===== config.mk =====
export PLATFORM = sky130hd
export DESIGN_NAME = mem_access_top
export DESIGN_NICKNAME = d
export VERILOG_FILES = /design/src/mem_stage_pkg.sv /design/src/mem_ctrl_if.sv /design/src/mem_access_top.sv /design/src/mem_wb_reg.sv /design/src/load_align.sv /design/src/mem_bus_fsm.sv /design/src/bus_wait_timer.sv /design/src/branch_resolve.sv
export VERILOG_INCLUDE_DIRS = /design/src /design/src/src
export SDC_FILE = /design/constraint.sdc
export NUM_CORES = 1
export LEC_CHECK = 0
export ABC_AREA = 1
export BUFFER_PORTS_ARGS = -buffer_cell sky130_fd_sc_hd__buf_2
export CAP_MARGIN = 10
export CORE_AREA = 2 2 174 176
export CTS_BUF_LIST = sky130_fd_sc_hd__clkbuf_4
export DETAILED_ROUTE_END_ITERATION = 16
export DIE_AREA = 0 0 176 178
export PLACE_DENSITY = 0.58
export SYNTH_ARGS = -nofsm -noshare
export SYNTH_HDL_FRONTEND = slang
export SYNTH_SLANG_ARGS = --single-unit

===== constraint.sdc =====
create_clock -name clk -period 2.7 [get_ports clk]
set_input_delay 0 -clock clk [delete_from_list [all_inputs] [get_ports clk]]
set_output_delay 0 -clock clk [all_outputs]
set_load 0.01 [all_outputs]

===== src/mem_stage_cfg.svh =====
`ifndef MEM_STAGE_CFG_SVH
`define MEM_STAGE_CFG_SVH

// datapath and address width
`define MS_XLEN 32

`define MS_REG_AW 5

// bus wait cycles before the access is dropped
`define MS_WAIT_LIMIT 16
`define MS_WAIT_W 5 // must hold MS_WAIT_LIMIT

`endif

===== src/mem_stage_pkg.sv =====
`default_nettype none

package mem_stage_pkg;

    `include "mem_stage_cfg.svh"

    typedef enum logic [2:0] {
        MEMB_NONE = 3'd0,
        MEMB_BEQ  = 3'd1,
        MEMB_BNE  = 3'd2,
        MEMB_BGE  = 3'd3, // alu gives slt flag
        MEMB_BLT  = 3'd4,
        MEMB_JAL  = 3'd5,
        MEMB_JALR = 3'd6
    } memb_e;

    // bit 0 store, bit 1 load
    typedef enum logic [1:0] {
        MEMRW_NONE  = 2'b00,
        MEMRW_STORE = 2'b01,
        MEMRW_LOAD  = 2'b10
    } memrw_e;

    typedef enum logic [1:0] {
        DSIZE_BYTE = 2'd0,
        DSIZE_HALF = 2'd1,
        DSIZE_WORD = 2'd2
    } dsize_e;

    typedef enum logic [1:0] {
        WB_ALU = 2'd0,
        WB_MEM = 2'd1,
        WB_PC4 = 2'd2
    } wb_sel_e;

    // read word, whole or per byte lane
    typedef union packed {
        logic [`MS_XLEN-1:0]              word;
        logic [`MS_XLEN/8-1:0][7:0]       lanes;
    } load_word_u;

endpackage

`default_nettype wire


===== src/mem_ctrl_if.sv =====
`timescale 1ns/1ps
`default_nettype none

interface mem_ctrl_if;

    logic stall;   // access not finished yet
    logic capture; // rdata valid this cycle
    logic fault;   // wait limit hit
    logic active;

    modport fsm (
        output stall,
        output capture,
        output fault,
        output active
    );

    modport dp (
        input stall,
        input capture,
        input fault,
        input active
    );

endinterface

`default_nettype wire


===== src/mem_access_top.sv =====
`timescale 1ns/1ps
`default_nettype none

`include "mem_stage_cfg.svh"

module mem_access_top import mem_stage_pkg::*; (
    input  logic                  clk,
    input  logic                  rst,
    input  logic                  keep,
    input  logic                  nop,
    input  logic                  reg_write_in,
    input  memb_e                 memb_in,
    input  memrw_e                memrw_in,
    input  dsize_e                dsize_in,
    input  wb_sel_e               wb_sel_in,
    input  logic [`MS_XLEN-1:0]   pc_branch_in,
    input  logic [`MS_XLEN-1:0]   pc_plus4_in,
    input  logic [`MS_XLEN-1:0]   alu_in,
    input  logic [`MS_XLEN-1:0]   rs2_data_in,
    input  logic [`MS_REG_AW-1:0] wreg_in,
    input  logic [`MS_XLEN-1:0]   instr_in,
    input  logic                  dbusy,
    input  logic                  dready_n,
    input  logic [`MS_XLEN-1:0]   rdata,
    output logic [`MS_XLEN-1:0]   daddr,
    output logic                  dreq,
    output logic                  dwrite,
    output dsize_e                dsize,
    output logic [`MS_XLEN-1:0]   wdata,
    output logic                  stall,
    output logic                  bus_fault,
    output logic [`MS_XLEN-1:0]   branch_pc,
    output logic                  branch_taken,
    output logic                  reg_write_out,
    output wb_sel_e               wb_sel_out,
    output logic [`MS_REG_AW-1:0] wreg_out,
    output logic [`MS_XLEN-1:0]   alu_out,
    output logic [`MS_XLEN-1:0]   pc_plus4_out,
    output logic [`MS_XLEN-1:0]   mem_data_out,
    output logic [`MS_XLEN-1:0]   instr_out
);

    mem_ctrl_if ctrl_if ();

    logic                wait_count_en;
    logic                wait_clear;
    logic                wait_expired;
    logic [`MS_XLEN-1:0] load_value;

    assign daddr     = alu_in;
    assign dsize     = dsize_in;
    assign wdata     = rs2_data_in;
    assign stall     = ctrl_if.stall;
    assign bus_fault = ctrl_if.fault;

    branch_resolve branch_i (
        .memb       (memb_in),
        .alu_result (alu_in),
        .pc_branch  (pc_branch_in),
        .taken      (branch_taken),
        .target     (branch_pc)
    );

    mem_bus_fsm fsm_i (
        .clk, .rst, .keep,
        .memrw         (memrw_in),
        .dbusy, .dready_n,
        .wait_expired  (wait_expired),
        .dreq, .dwrite,
        .wait_count_en (wait_count_en),
        .wait_clear    (wait_clear),
        .ctrl          (ctrl_if.fsm)
    );

    bus_wait_timer timer_i (
        .clk, .rst,
        .count_en (wait_count_en),
        .clear    (wait_clear),
        .expired  (wait_expired)
    );

    load_align align_i (
        .rdata,
        .addr_low      (alu_in[1:0]),
        .dsize         (dsize_in),
        .unsigned_load (instr_in[14]), // funct3 bit 2 marks lbu/lhu
        .ctrl          (ctrl_if.dp),
        .load_value    (load_value)
    );

    mem_wb_reg wb_reg_i (
        .clk, .rst, .keep, .nop,
        .reg_write_in, .wb_sel_in, .wreg_in, .alu_in, .pc_plus4_in, .instr_in,
        .load_value    (load_value),
        .is_load       (memrw_in == MEMRW_LOAD),
        .ctrl          (ctrl_if.dp),
        .reg_write_out, .wb_sel_out, .wreg_out, .alu_out, .pc_plus4_out,
        .mem_data_out, .instr_out
    );

endmodule

`default_nettype wire


===== src/mem_wb_reg.sv =====
`timescale 1ns/1ps
`default_nettype none

`include "mem_stage_cfg.svh"

module mem_wb_reg import mem_stage_pkg::*; (
    input  logic                  clk,
    input  logic                  rst,
    input  logic                  keep,
    input  logic                  nop,
    input  logic                  reg_write_in,
    input  wb_sel_e               wb_sel_in,
    input  logic [`MS_REG_AW-1:0] wreg_in,
    input  logic [`MS_XLEN-1:0]   alu_in,
    input  logic [`MS_XLEN-1:0]   pc_plus4_in,
    input  logic [`MS_XLEN-1:0]   instr_in,
    input  logic [`MS_XLEN-1:0]   load_value,
    input  logic                  is_load,
    mem_ctrl_if.dp                ctrl,
    output logic                  reg_write_out,
    output wb_sel_e               wb_sel_out,
    output logic [`MS_REG_AW-1:0] wreg_out,
    output logic [`MS_XLEN-1:0]   alu_out,
    output logic [`MS_XLEN-1:0]   pc_plus4_out,
    output logic [`MS_XLEN-1:0]   mem_data_out,
    output logic [`MS_XLEN-1:0]   instr_out
);

    logic                bubble;
    logic [`MS_XLEN-1:0] mem_data_next;

    assign bubble = nop || ctrl.stall;
    assign mem_data_next = (is_load && (ctrl.capture || ctrl.fault)) ? load_value : '0;

    always_ff @(posedge clk or negedge rst) begin
        if (!rst) begin
            reg_write_out <= 1'b0;
            wb_sel_out    <= WB_ALU;
            wreg_out      <= '0;
            alu_out       <= '0;
            pc_plus4_out  <= '0;
            mem_data_out  <= '0;
            instr_out     <= '0;
        end else if (keep) begin
            // hold everything
        end else if (bubble) begin
            reg_write_out <= 1'b0;
            wb_sel_out    <= WB_ALU;
            wreg_out      <= '0;
            alu_out       <= '0;
            pc_plus4_out  <= '0;
            mem_data_out  <= '0;
            instr_out     <= '0;
        end else begin
            reg_write_out <= reg_write_in;
            wb_sel_out    <= wb_sel_in;
            wreg_out      <= wreg_in;
            alu_out       <= alu_in;
            pc_plus4_out  <= pc_plus4_in;
            mem_data_out  <= mem_data_next;
            instr_out     <= instr_in;
        end
    end

endmodule

`default_nettype wire


===== src/load_align.sv =====
`timescale 1ns/1ps
`default_nettype none

`include "mem_stage_cfg.svh"

module load_align import mem_stage_pkg::*; (
    input  logic [`MS_XLEN-1:0] rdata,
    input  logic [1:0]          addr_low,
    input  dsize_e              dsize,
    input  logic                unsigned_load,
    mem_ctrl_if.dp              ctrl,
    output logic [`MS_XLEN-1:0] load_value
);

    load_word_u          rword;
    logic [7:0]          lane_byte;
    logic [15:0]         lane_half;
    logic [`MS_XLEN-1:0] extended;

    assign rword = load_word_u'(rdata);

    always_comb begin
        lane_byte = rword.lanes[addr_low];
        // upper or lower halfword
        lane_half = addr_low[1] ? {rword.lanes[3], rword.lanes[2]}
                                : {rword.lanes[1], rword.lanes[0]};
        case (dsize)
            DSIZE_BYTE: extended = unsigned_load
                ? {{(`MS_XLEN-8){1'b0}}, lane_byte}
                : {{(`MS_XLEN-8){lane_byte[7]}}, lane_byte};
            DSIZE_HALF: extended = unsigned_load
                ? {{(`MS_XLEN-16){1'b0}}, lane_half}
                : {{(`MS_XLEN-16){lane_half[15]}}, lane_half};
            default:    extended = rword.word;
        endcase
    end

    // nothing valid outside an access or after a timeout
    assign load_value = (ctrl.fault || !ctrl.active) ? '0 : extended;

endmodule

`default_nettype wire


===== src/mem_bus_fsm.sv =====
`timescale 1ns/1ps
`default_nettype none

module mem_bus_fsm import mem_stage_pkg::*; (
    input  logic           clk,
    input  logic           rst,
    input  logic           keep,
    input  memrw_e         memrw,
    input  logic           dbusy,
    input  logic           dready_n,
    input  logic           wait_expired,
    output logic           dreq,
    output logic           dwrite,
    output logic           wait_count_en,
    output logic           wait_clear,
    mem_ctrl_if.fsm        ctrl
);

    typedef enum logic {
        ST_IDLE,
        ST_WAIT
    } state_e;

    state_e state;
    state_e next_state;
    logic   is_load;
    logic   done;

    assign is_load = (memrw == MEMRW_LOAD);
    assign dreq    = (memrw != MEMRW_NONE) && !keep;
    assign dwrite  = dreq && memrw[0];
    assign done    = dreq && !dbusy && !dready_n; // bus finished this cycle

    always_comb begin
        next_state   = state;
        ctrl.stall   = 1'b0;
        ctrl.capture = 1'b0;
        ctrl.fault   = 1'b0;
        wait_clear   = 1'b0;
        case (state)
            ST_IDLE: begin
                if (done) begin
                    ctrl.capture = is_load;
                end else if (dreq) begin
                    ctrl.stall = 1'b1;
                    next_state = ST_WAIT;
                end
            end
            ST_WAIT: begin
                if (memrw == MEMRW_NONE) begin
                    next_state = ST_IDLE; // request withdrawn
                    wait_clear = 1'b1;
                end else if (done) begin
                    ctrl.capture = is_load;
                    next_state   = ST_IDLE;
                    wait_clear   = 1'b1;
                end else if (wait_expired) begin
                    ctrl.fault = 1'b1;
                    next_state = ST_IDLE;
                    wait_clear = 1'b1;
                end else begin
                    ctrl.stall = dreq; // keep pauses the wait
                end
            end
            default: next_state = ST_IDLE;
        endcase
    end

    assign wait_count_en = ctrl.stall;
    assign ctrl.active   = dreq || (state == ST_WAIT);

    always_ff @(posedge clk or negedge rst) begin
        if (!rst) begin
            state <= ST_IDLE;
        end else begin
            state <= next_state;
        end
    end

    // upstream holds or withdraws its operation during a stall
    a_op_held_in_stall: assert property (
        @(posedge clk) disable iff (!rst)
        ctrl.stall |=> (memrw == $past(memrw) || memrw == MEMRW_NONE)
    );

endmodule

`default_nettype wire


===== src/bus_wait_timer.sv =====
`timescale 1ns/1ps
`default_nettype none

`include "mem_stage_cfg.svh"

module bus_wait_timer (
    input  logic clk,
    input  logic rst,
    input  logic count_en,
    input  logic clear,
    output logic expired
);

    localparam logic [`MS_WAIT_W-1:0] LIMIT = `MS_WAIT_W'(`MS_WAIT_LIMIT);

    logic [`MS_WAIT_W-1:0] count;

    always_ff @(posedge clk or negedge rst) begin
        if (!rst) begin
            count <= '0;
        end else if (clear) begin
            count <= '0;
        end else if (count_en && count != LIMIT) begin
            count <= count + `MS_WAIT_W'(1); // saturates at the limit
        end
    end

    assign expired = (count == LIMIT);

    // no counting once the limit is reached
    a_no_count_at_limit: assert property (
        @(posedge clk) disable iff (!rst)
        expired |-> !count_en
    );

endmodule

`default_nettype wire


===== src/branch_resolve.sv =====
`timescale 1ns/1ps
`default_nettype none

`include "mem_stage_cfg.svh"

module branch_resolve import mem_stage_pkg::*; (
    input  memb_e               memb,
    input  logic [`MS_XLEN-1:0] alu_result,
    input  logic [`MS_XLEN-1:0] pc_branch,
    output logic                taken,
    output logic [`MS_XLEN-1:0] target
);

    always_comb begin
        case (memb)
            MEMB_BEQ:  taken = (alu_result == '0);
            MEMB_BNE:  taken = (alu_result != '0);
            MEMB_BGE:  taken = ~alu_result[0]; // slt flag clear
            MEMB_BLT:  taken = alu_result[0];
            MEMB_JAL,
            MEMB_JALR: taken = 1'b1;
            default:   taken = 1'b0;
        endcase
    end

    // jalr target already computed by the alu
    assign target = (memb == MEMB_JALR) ? alu_result : pc_branch;

endmodule

`default_nettype wire


# --- Word-level counts from Yosys, hierarchy flattened ---
# Index checks and enable logic that the tools add are counted.
totals:
  in_bits: 213
  out_inout_bits: 239
  elab_cells: 83
  reg_bits: 142
op_classes:
  n_lt_le_gt_ge: 1
  n_addsub: 1
  bitwise_logic: 2
  reduce_logical: 21
  n_eq_ne: 10
  mux: 39
ops:
  columns: ["op", "n"]
  rows:
  - ["32-bit two-way mux", 9]
  - ["32-bit one-hot mux with 2 select lines", 1]
  - ["32-bit logical NOT", 1]
  - ["32-bit nonzero test", 1]
  - ["1-bit two-way mux", 18]
  - ["8-bit binary-select mux with 2-bit select", 1]
  - ["16-bit two-way mux", 1]
  - ["5-bit two-way mux", 3]
  - ["3-bit == test (second input constant)", 3]
  - ["8-bit two-way mux", 1]
  - ["3-bit by 2-bit == test with 1-bit output (second input constant)", 2]
  - ["1-bit logical AND", 6]
  - ["1-bit one-hot mux with 2 select lines", 3]
  - ["5-bit by 1-bit adder with 5-bit output (second input constant)", 1]
  - ["5-bit == test (second input constant)", 1]
  - ["5-bit != test (second input constant)", 1]
  - ["1-bit one-hot mux with 5 select lines", 1]
  - ["1-bit logical NOT", 4]
  - ["2-bit logical NOT", 2]
  - ["1-bit logical OR", 4]
  - ["2-bit nonzero test", 2]
  - ["3-bit by 1-bit == test with 1-bit output (second input constant)", 1]
  - ["2-bit by 3-bit < comparator with 1-bit output (second input constant)", 1]
  - ["2-bit by 1-bit == test with 1-bit output (second input constant)", 1]
  - ["other kinds (4)", 5]

# --- Longest topological paths before layout ---
logic_depth:
  word_depth: 11
  mapped_depth: 11
  depth_no_buf: 10

# --- Cells and area by module ---
# Synthesis repeated with hierarchy kept, for this count alone.
unflattened:
  cells_unflattened: 1069
  area_unflattened_um2: 8211.6
by_module_without_submodules:
  columns: ["mod", "n_inst", "cells_each", "area_each_um2", "seq_area_each_um2"]
  rows:
  - ["mem_wb_reg", 1, 661, 5601.6, 3403.3]
  - ["load_align", 1, 192, 904.6, 0.0]
  - ["branch_resolve", 1, 81, 686.9, 0.0]
  - ["mem_access_top", 1, 68, 505.5, 0.0]
  - ["bus_wait_timer", 1, 41, 341.6, 125.1]
  - ["mem_bus_fsm", 1, 26, 171.4, 25.0]

# --- Worst setup path after synthesis ---
# No wires, ideal clock.
synth_path:
  path_type: "reg2reg"
  start: "register timer_i.count[0]"
  end: "register wb_reg_i.mem_data_out[21]"
  path_buffers: 1
  path_slack_ns: 1.120
  t_arrival_ns: 1.454
  stages_incl_launch_ff: 10
  required_ns: 2.574
  synth_period_minus_slack_ns: 1.580
  setup_time_ns: 0.126
  path_cell_list: "dfrtp_1 > inv_1 > ha_1 > nand2_1 > inv_1 > nand2_1 > nand4_2 > nand4_2 > buf_2 > o21bai_2"
synth_via:
  elab_chain_cells: 9
  elab_cells_between_ends: 16
  cone_classes: "eq/ne (1); mux (11); reduce/logical (4)"
synth_rtl:
  columns: ["element", "line", "source"]
  rows:
  - ["start: declaration", "bus_wait_timer.sv:16", "logic [`MS_WAIT_W-1:0] count;"]
  - ["start signal: assignment", "bus_wait_timer.sv:24", "count <= count + `MS_WAIT_W'(1);"]
  - ["5-bit == test (*)", "bus_wait_timer.sv:28", "assign expired = (count == LIMIT);"]
  - ["1-bit two-way mux", "mem_bus_fsm.sv:57", "end else if (wait_expired) begin"]
  - ["1-bit two-way mux", "mem_bus_fsm.sv:53", "end else if (done) begin"]
  - ["1-bit two-way mux", "mem_bus_fsm.sv:50", "if (memrw == MEMRW_NONE) begin"]
  - ["1-bit two-way mux", "mem_bus_fsm.sv:40", "case (state)"]
  - ["1-bit logical OR (on tied branches)", "load_align.sv:39, mem_wb_reg.sv:33", null]
  - ["32-bit two-way mux or 1-bit logical AND (tied branches)", "load_align.sv:39, mem_wb_reg.sv:33", null]
  - ["32-bit two-way mux", "mem_wb_reg.sv:33", "assign mem_data_next = (is_load && (ctrl.capture || ctrl.fault)) ? load_value : '0;"]
  - ["32-bit two-way mux (*)", "mem_wb_reg.sv:46", "end else if (bubble) begin"]
  - ["end signal: assignment", "mem_wb_reg.sv:60", "mem_data_out <= mem_data_next;"]
  - ["end: declaration", "mem_wb_reg.sv:25", "output logic [`MS_XLEN-1:0] mem_data_out,"]
# Every way passes the cells marked *; elsewhere a longest branch is shown, timed or not.
# A chain may end at the register's enable or synchronous reset.

# --- Worst setup path in the final report ---
layout_path:
  start: "input port dready_n"
  end: "register fsm_i.state"
layout_via:
  elab_chain_cells: 5
  elab_cells_between_ends: 6
  cone_classes: "mux (4); reduce/logical (2)"
layout_rtl:
  columns: ["element", "line", "source"]
  rows:
  - ["start: declaration", "mem_access_top.sv:23", "input logic dready_n,"]
  - ["1-bit logical NOT (*)", "mem_bus_fsm.sv:32", "assign done = dreq && !dbusy && !dready_n;"]
  - ["1-bit logical AND (*)", "mem_bus_fsm.sv:32", null]
  - ["1-bit two-way mux", "mem_bus_fsm.sv:53", null]
  - ["1-bit two-way mux", "mem_bus_fsm.sv:50", null]
  - ["1-bit one-hot mux with 2 select lines (*)", "mem_bus_fsm.sv:40", null]
  - ["named net fsm_i.next_state", "mem_bus_fsm.sv:25", "state_e next_state;"]
  - ["end signal: assignment", "mem_bus_fsm.sv:76", "state <= next_state;"]
  - ["end: declaration", "mem_bus_fsm.sv:24", "state_e state;"]
# The timed path passes the listed nets; every way through them passes the cells marked *.

==> results.cfg <==
[setup_path]
critPathMaxStageDelay_ns = 0.60
crit_top_cell = dlygate4sd3_1
crit_slowest_cell = dlygate4sd3_1
crit_buf_inv = 6
cp_max_fo = 4
critPathKind = primary input to flip-flop
cp.required_ns = 3.13
cp.arrival_ns = 2.84
startpoint_type = primary input
end_kind = flip-flop
critical-path-top-delay-family = buffers and inverters
crit_chain = dlygate4sd3_1 > buf_2 > nor2_2 > dlygate4sd3_1 > inv_1 > nand3_2 > dlygate4sd3_1 > o21ai_0 > dlygate4sd3_1

[finish]
final_util_pct = 39.5
instances_no_fill = 1862
final_layout_size_suffix_gt1_share_pct = 33.9
nFillCells = 2975
area_delta_synth_final_pct = 52.6
nets = 1673

[logic_synthesis]
async_flop_share_pct = 100
synth_cell_type_count = 35
yosys_warnings = 0
synth_top_cell_by_area = dfrtp_1
synth_top_family_by_area = simple AND/OR/NAND/NOR gates
synth_most_common_cell = nand2_1
synth_edf_count = 0
yosys-top-cells-count = nand2_1, dfrtp_1, o21ai_0, buf_4, inv_1
synth_top_flop_cell = dfrtp_1
yosys-top-cells-area = dfrtp_1, nand2_1, o21ai_0
yosysSeqAreaShare_pct = 46.7
yosys.area_share.simple_pct = 27.0
synth_compound_area_share_pct = 11.1
synth_top_area_share_pct = 46.7
ys_ff_latch = 142
synthAdderAreaFrac_pct = 0.329
synth_mux_area_share_pct = 2.07
avgSynthCellArea_sq_um = 7.86
netlist_area_sq_um = 7610
synth_xor_area_share_pct = 0
syn_nets = 1183
syn_inst = 968

[cts]
cts_resized = 0
cts-htree-levels = 4
cts_tree = yes
clk_pin_slew_worst_paths_ns = 0.12
numCtsBuffers = 17
clkSinkCount = 142
clk_latency_ns = 0.56
cts_buffer_depth = 2
root_buffer = clkbuf_4

[run_status]
status = finished clean

[placement]
dpl.hpwl_mm = 19.4
io_buffers = 387
dpl.cell_count = 1639
post-place-ws_ns = 0.755
gp_congestion = 0.854

[die]
die-area_sq_um = 31300
die_x_microns = 176
coreArea_sq_um = 29400
rows = 63
die_h_microns = 178
pin_count = 452
initial_core_util_pct = 25.9

[power_and_ir_drop]
p_leak_nw = 6.39
vdd_drop_max_mv = 0.279
p_total_mw = 5.38
switching_share_pct = 31.9
switchingPower_mw = 1.71
p_int_mw = 3.67
clock_power_share_pct = 29.6
combPwrFrac_pct = 25.5
power_density_nw_per_um2 = 463
power_frac_seq_pct = 44.8

[sta]
fin_crit_sh_pct = 89.5
worst_pin_slew_ns = 1.11
finalHoldViolCount = 0
setup_ws_ns = 0.283
finClkSkew_ns = 0.0334
rsz0062_at_grt = no
fmax_ghz = 0.414
slew_viol_final = 0
setup_viol = 0
worst_slew_margin_rel_pct = 26.0
setup_tns_ns = 0
finalCriticalPeriod_ns = 2.42

[routing]
initialDrtViolationCount = 356
dr_total_vias = 8172
firstDrtPassIters = 5
antenna_left = 0
drc_errors = 0
wl_per_cell_microns = 15.3
drt-total-wl_mm = 28.5
viasPerCell = 4.39

[grt]
grt_pass1_vias = 8105
grt_usage_pct = 17.7
grt_start_max_net_pins = 105
antenna_found_initial = 1
grt_overflow_total = 0
grt_pass1_wl_mm = 43.6

[flow_run]
drv_cap = 0

[worst_hold_path]
hp-class = primary input to primary output
[stage by stage]
stage / hold slack, ns / cell area (sq um)
2_1_floorplan: -0.296 / 7610
3_3_place_gp: 0.0000686 / 9390
3_5_place_dp: 0.0000686 / 9390
4_1_cts: 0.0000686 / 11600
5_1_grt: 0.0000151 / 11600
6_report: 0.00000391 / 11600
[cell type report]
cell class,instances,area (sq um),area share [%]
timing repair buffer,588,3960,34.0
sequential,142,3550,30.6
multi-input combinational,658,3100,26.6
tap,390,488,4.20
inverter,51,203,1.74
clock inverter,15,193,1.66
clock buffer,17,128,1.10
antenna,1,2.50,0.0215
[metal layers]
layer  up-vias  wire length, microns  track usage, %
met5         -                     0               0
met4         0                   525            5.37
met3        41                  1710            3.99
met2       335                 13900            30.8
met1      3825                 12300            22.0
li1       3971                     -               -
[power groups by stage]
stage,logic (mW),registers (mW),clock network [mW]
2_1_floorplan,0.571,2.52,0
3_5_place_dp,1.13,2.45,0
4_1_cts,1.37,2.41,1.66
6_report,1.37,2.41,1.59
5_1_grt,1.51,2.43,1.76
3_3_place_gp,1.11,2.45,0
[final timing paths]
kind                             startpoint                   endpoint  slack (ns)  depth (start not counted)
min in group asynchronous               rst  wb_reg_i.pc_plus4_out[26]        0.55                          3
max                                dready_n                fsm_i.state        0.28                          9
min reg2reg                timer_i.count[4]           timer_i.count[4]        0.47                          1
max reg2reg                timer_i.count[0]       wb_reg_i.wreg_out[1]        0.46                          9
min                         rs2_data_in[21]                  wdata[21]    0.000004                          0
max in group asynchronous               rst     wb_reg_i.instr_out[31]        0.81                          4
[registers in the layout, indices dropped and copies added, names as in the netlist]
register                count
fsm_i.state                 1
timer_i.count               5
wb_reg_i.alu_out           32
wb_reg_i.instr_out         32
wb_reg_i.mem_data_out      32
wb_reg_i.pc_plus4_out      32
wb_reg_i.reg_write_out      1
wb_reg_i.wb_sel_out         2
wb_reg_i.wreg_out           5
[what timing repair did]
item                                   CTS  global route
endpoints found under the hold margin  282             0
buffers inserted                         0             0
hold buffers                           190             0
[cells by family (layout without fill, tap and decap cells)]
| family | count (synthesis) | count (layout) |
|---|---|---|
| compound gates | 152 | 152 |
| fa+ha+maj | 2 | 2 |
| buf+inv | 168 | 671 |
| flops | 142 | 142 |
| mux | 14 | 14 |
| other cells | 0 | 1 |
| simple gates | 490 | 490 |
[cells in the final DEF (no fill, tap or decap), drive strengths merged]
cell           n
a2111oi        1
a21o           1
a21oi          5
and3           1
buf          398
bufinv         4
clkbuf        17
clkinv         5
clkinvlp       5
dfrtp        142
diode          1
dlygate4sd3  190
ha             2
inv           52
mux2          14
nand2        407
nand3         35
nand3b         1
nand4          4
nor2          24
nor3           2
o21ai        128
o21bai        16
o31ai          1
or2           16
No activity file was read; power rests on OpenSTA's default activity.
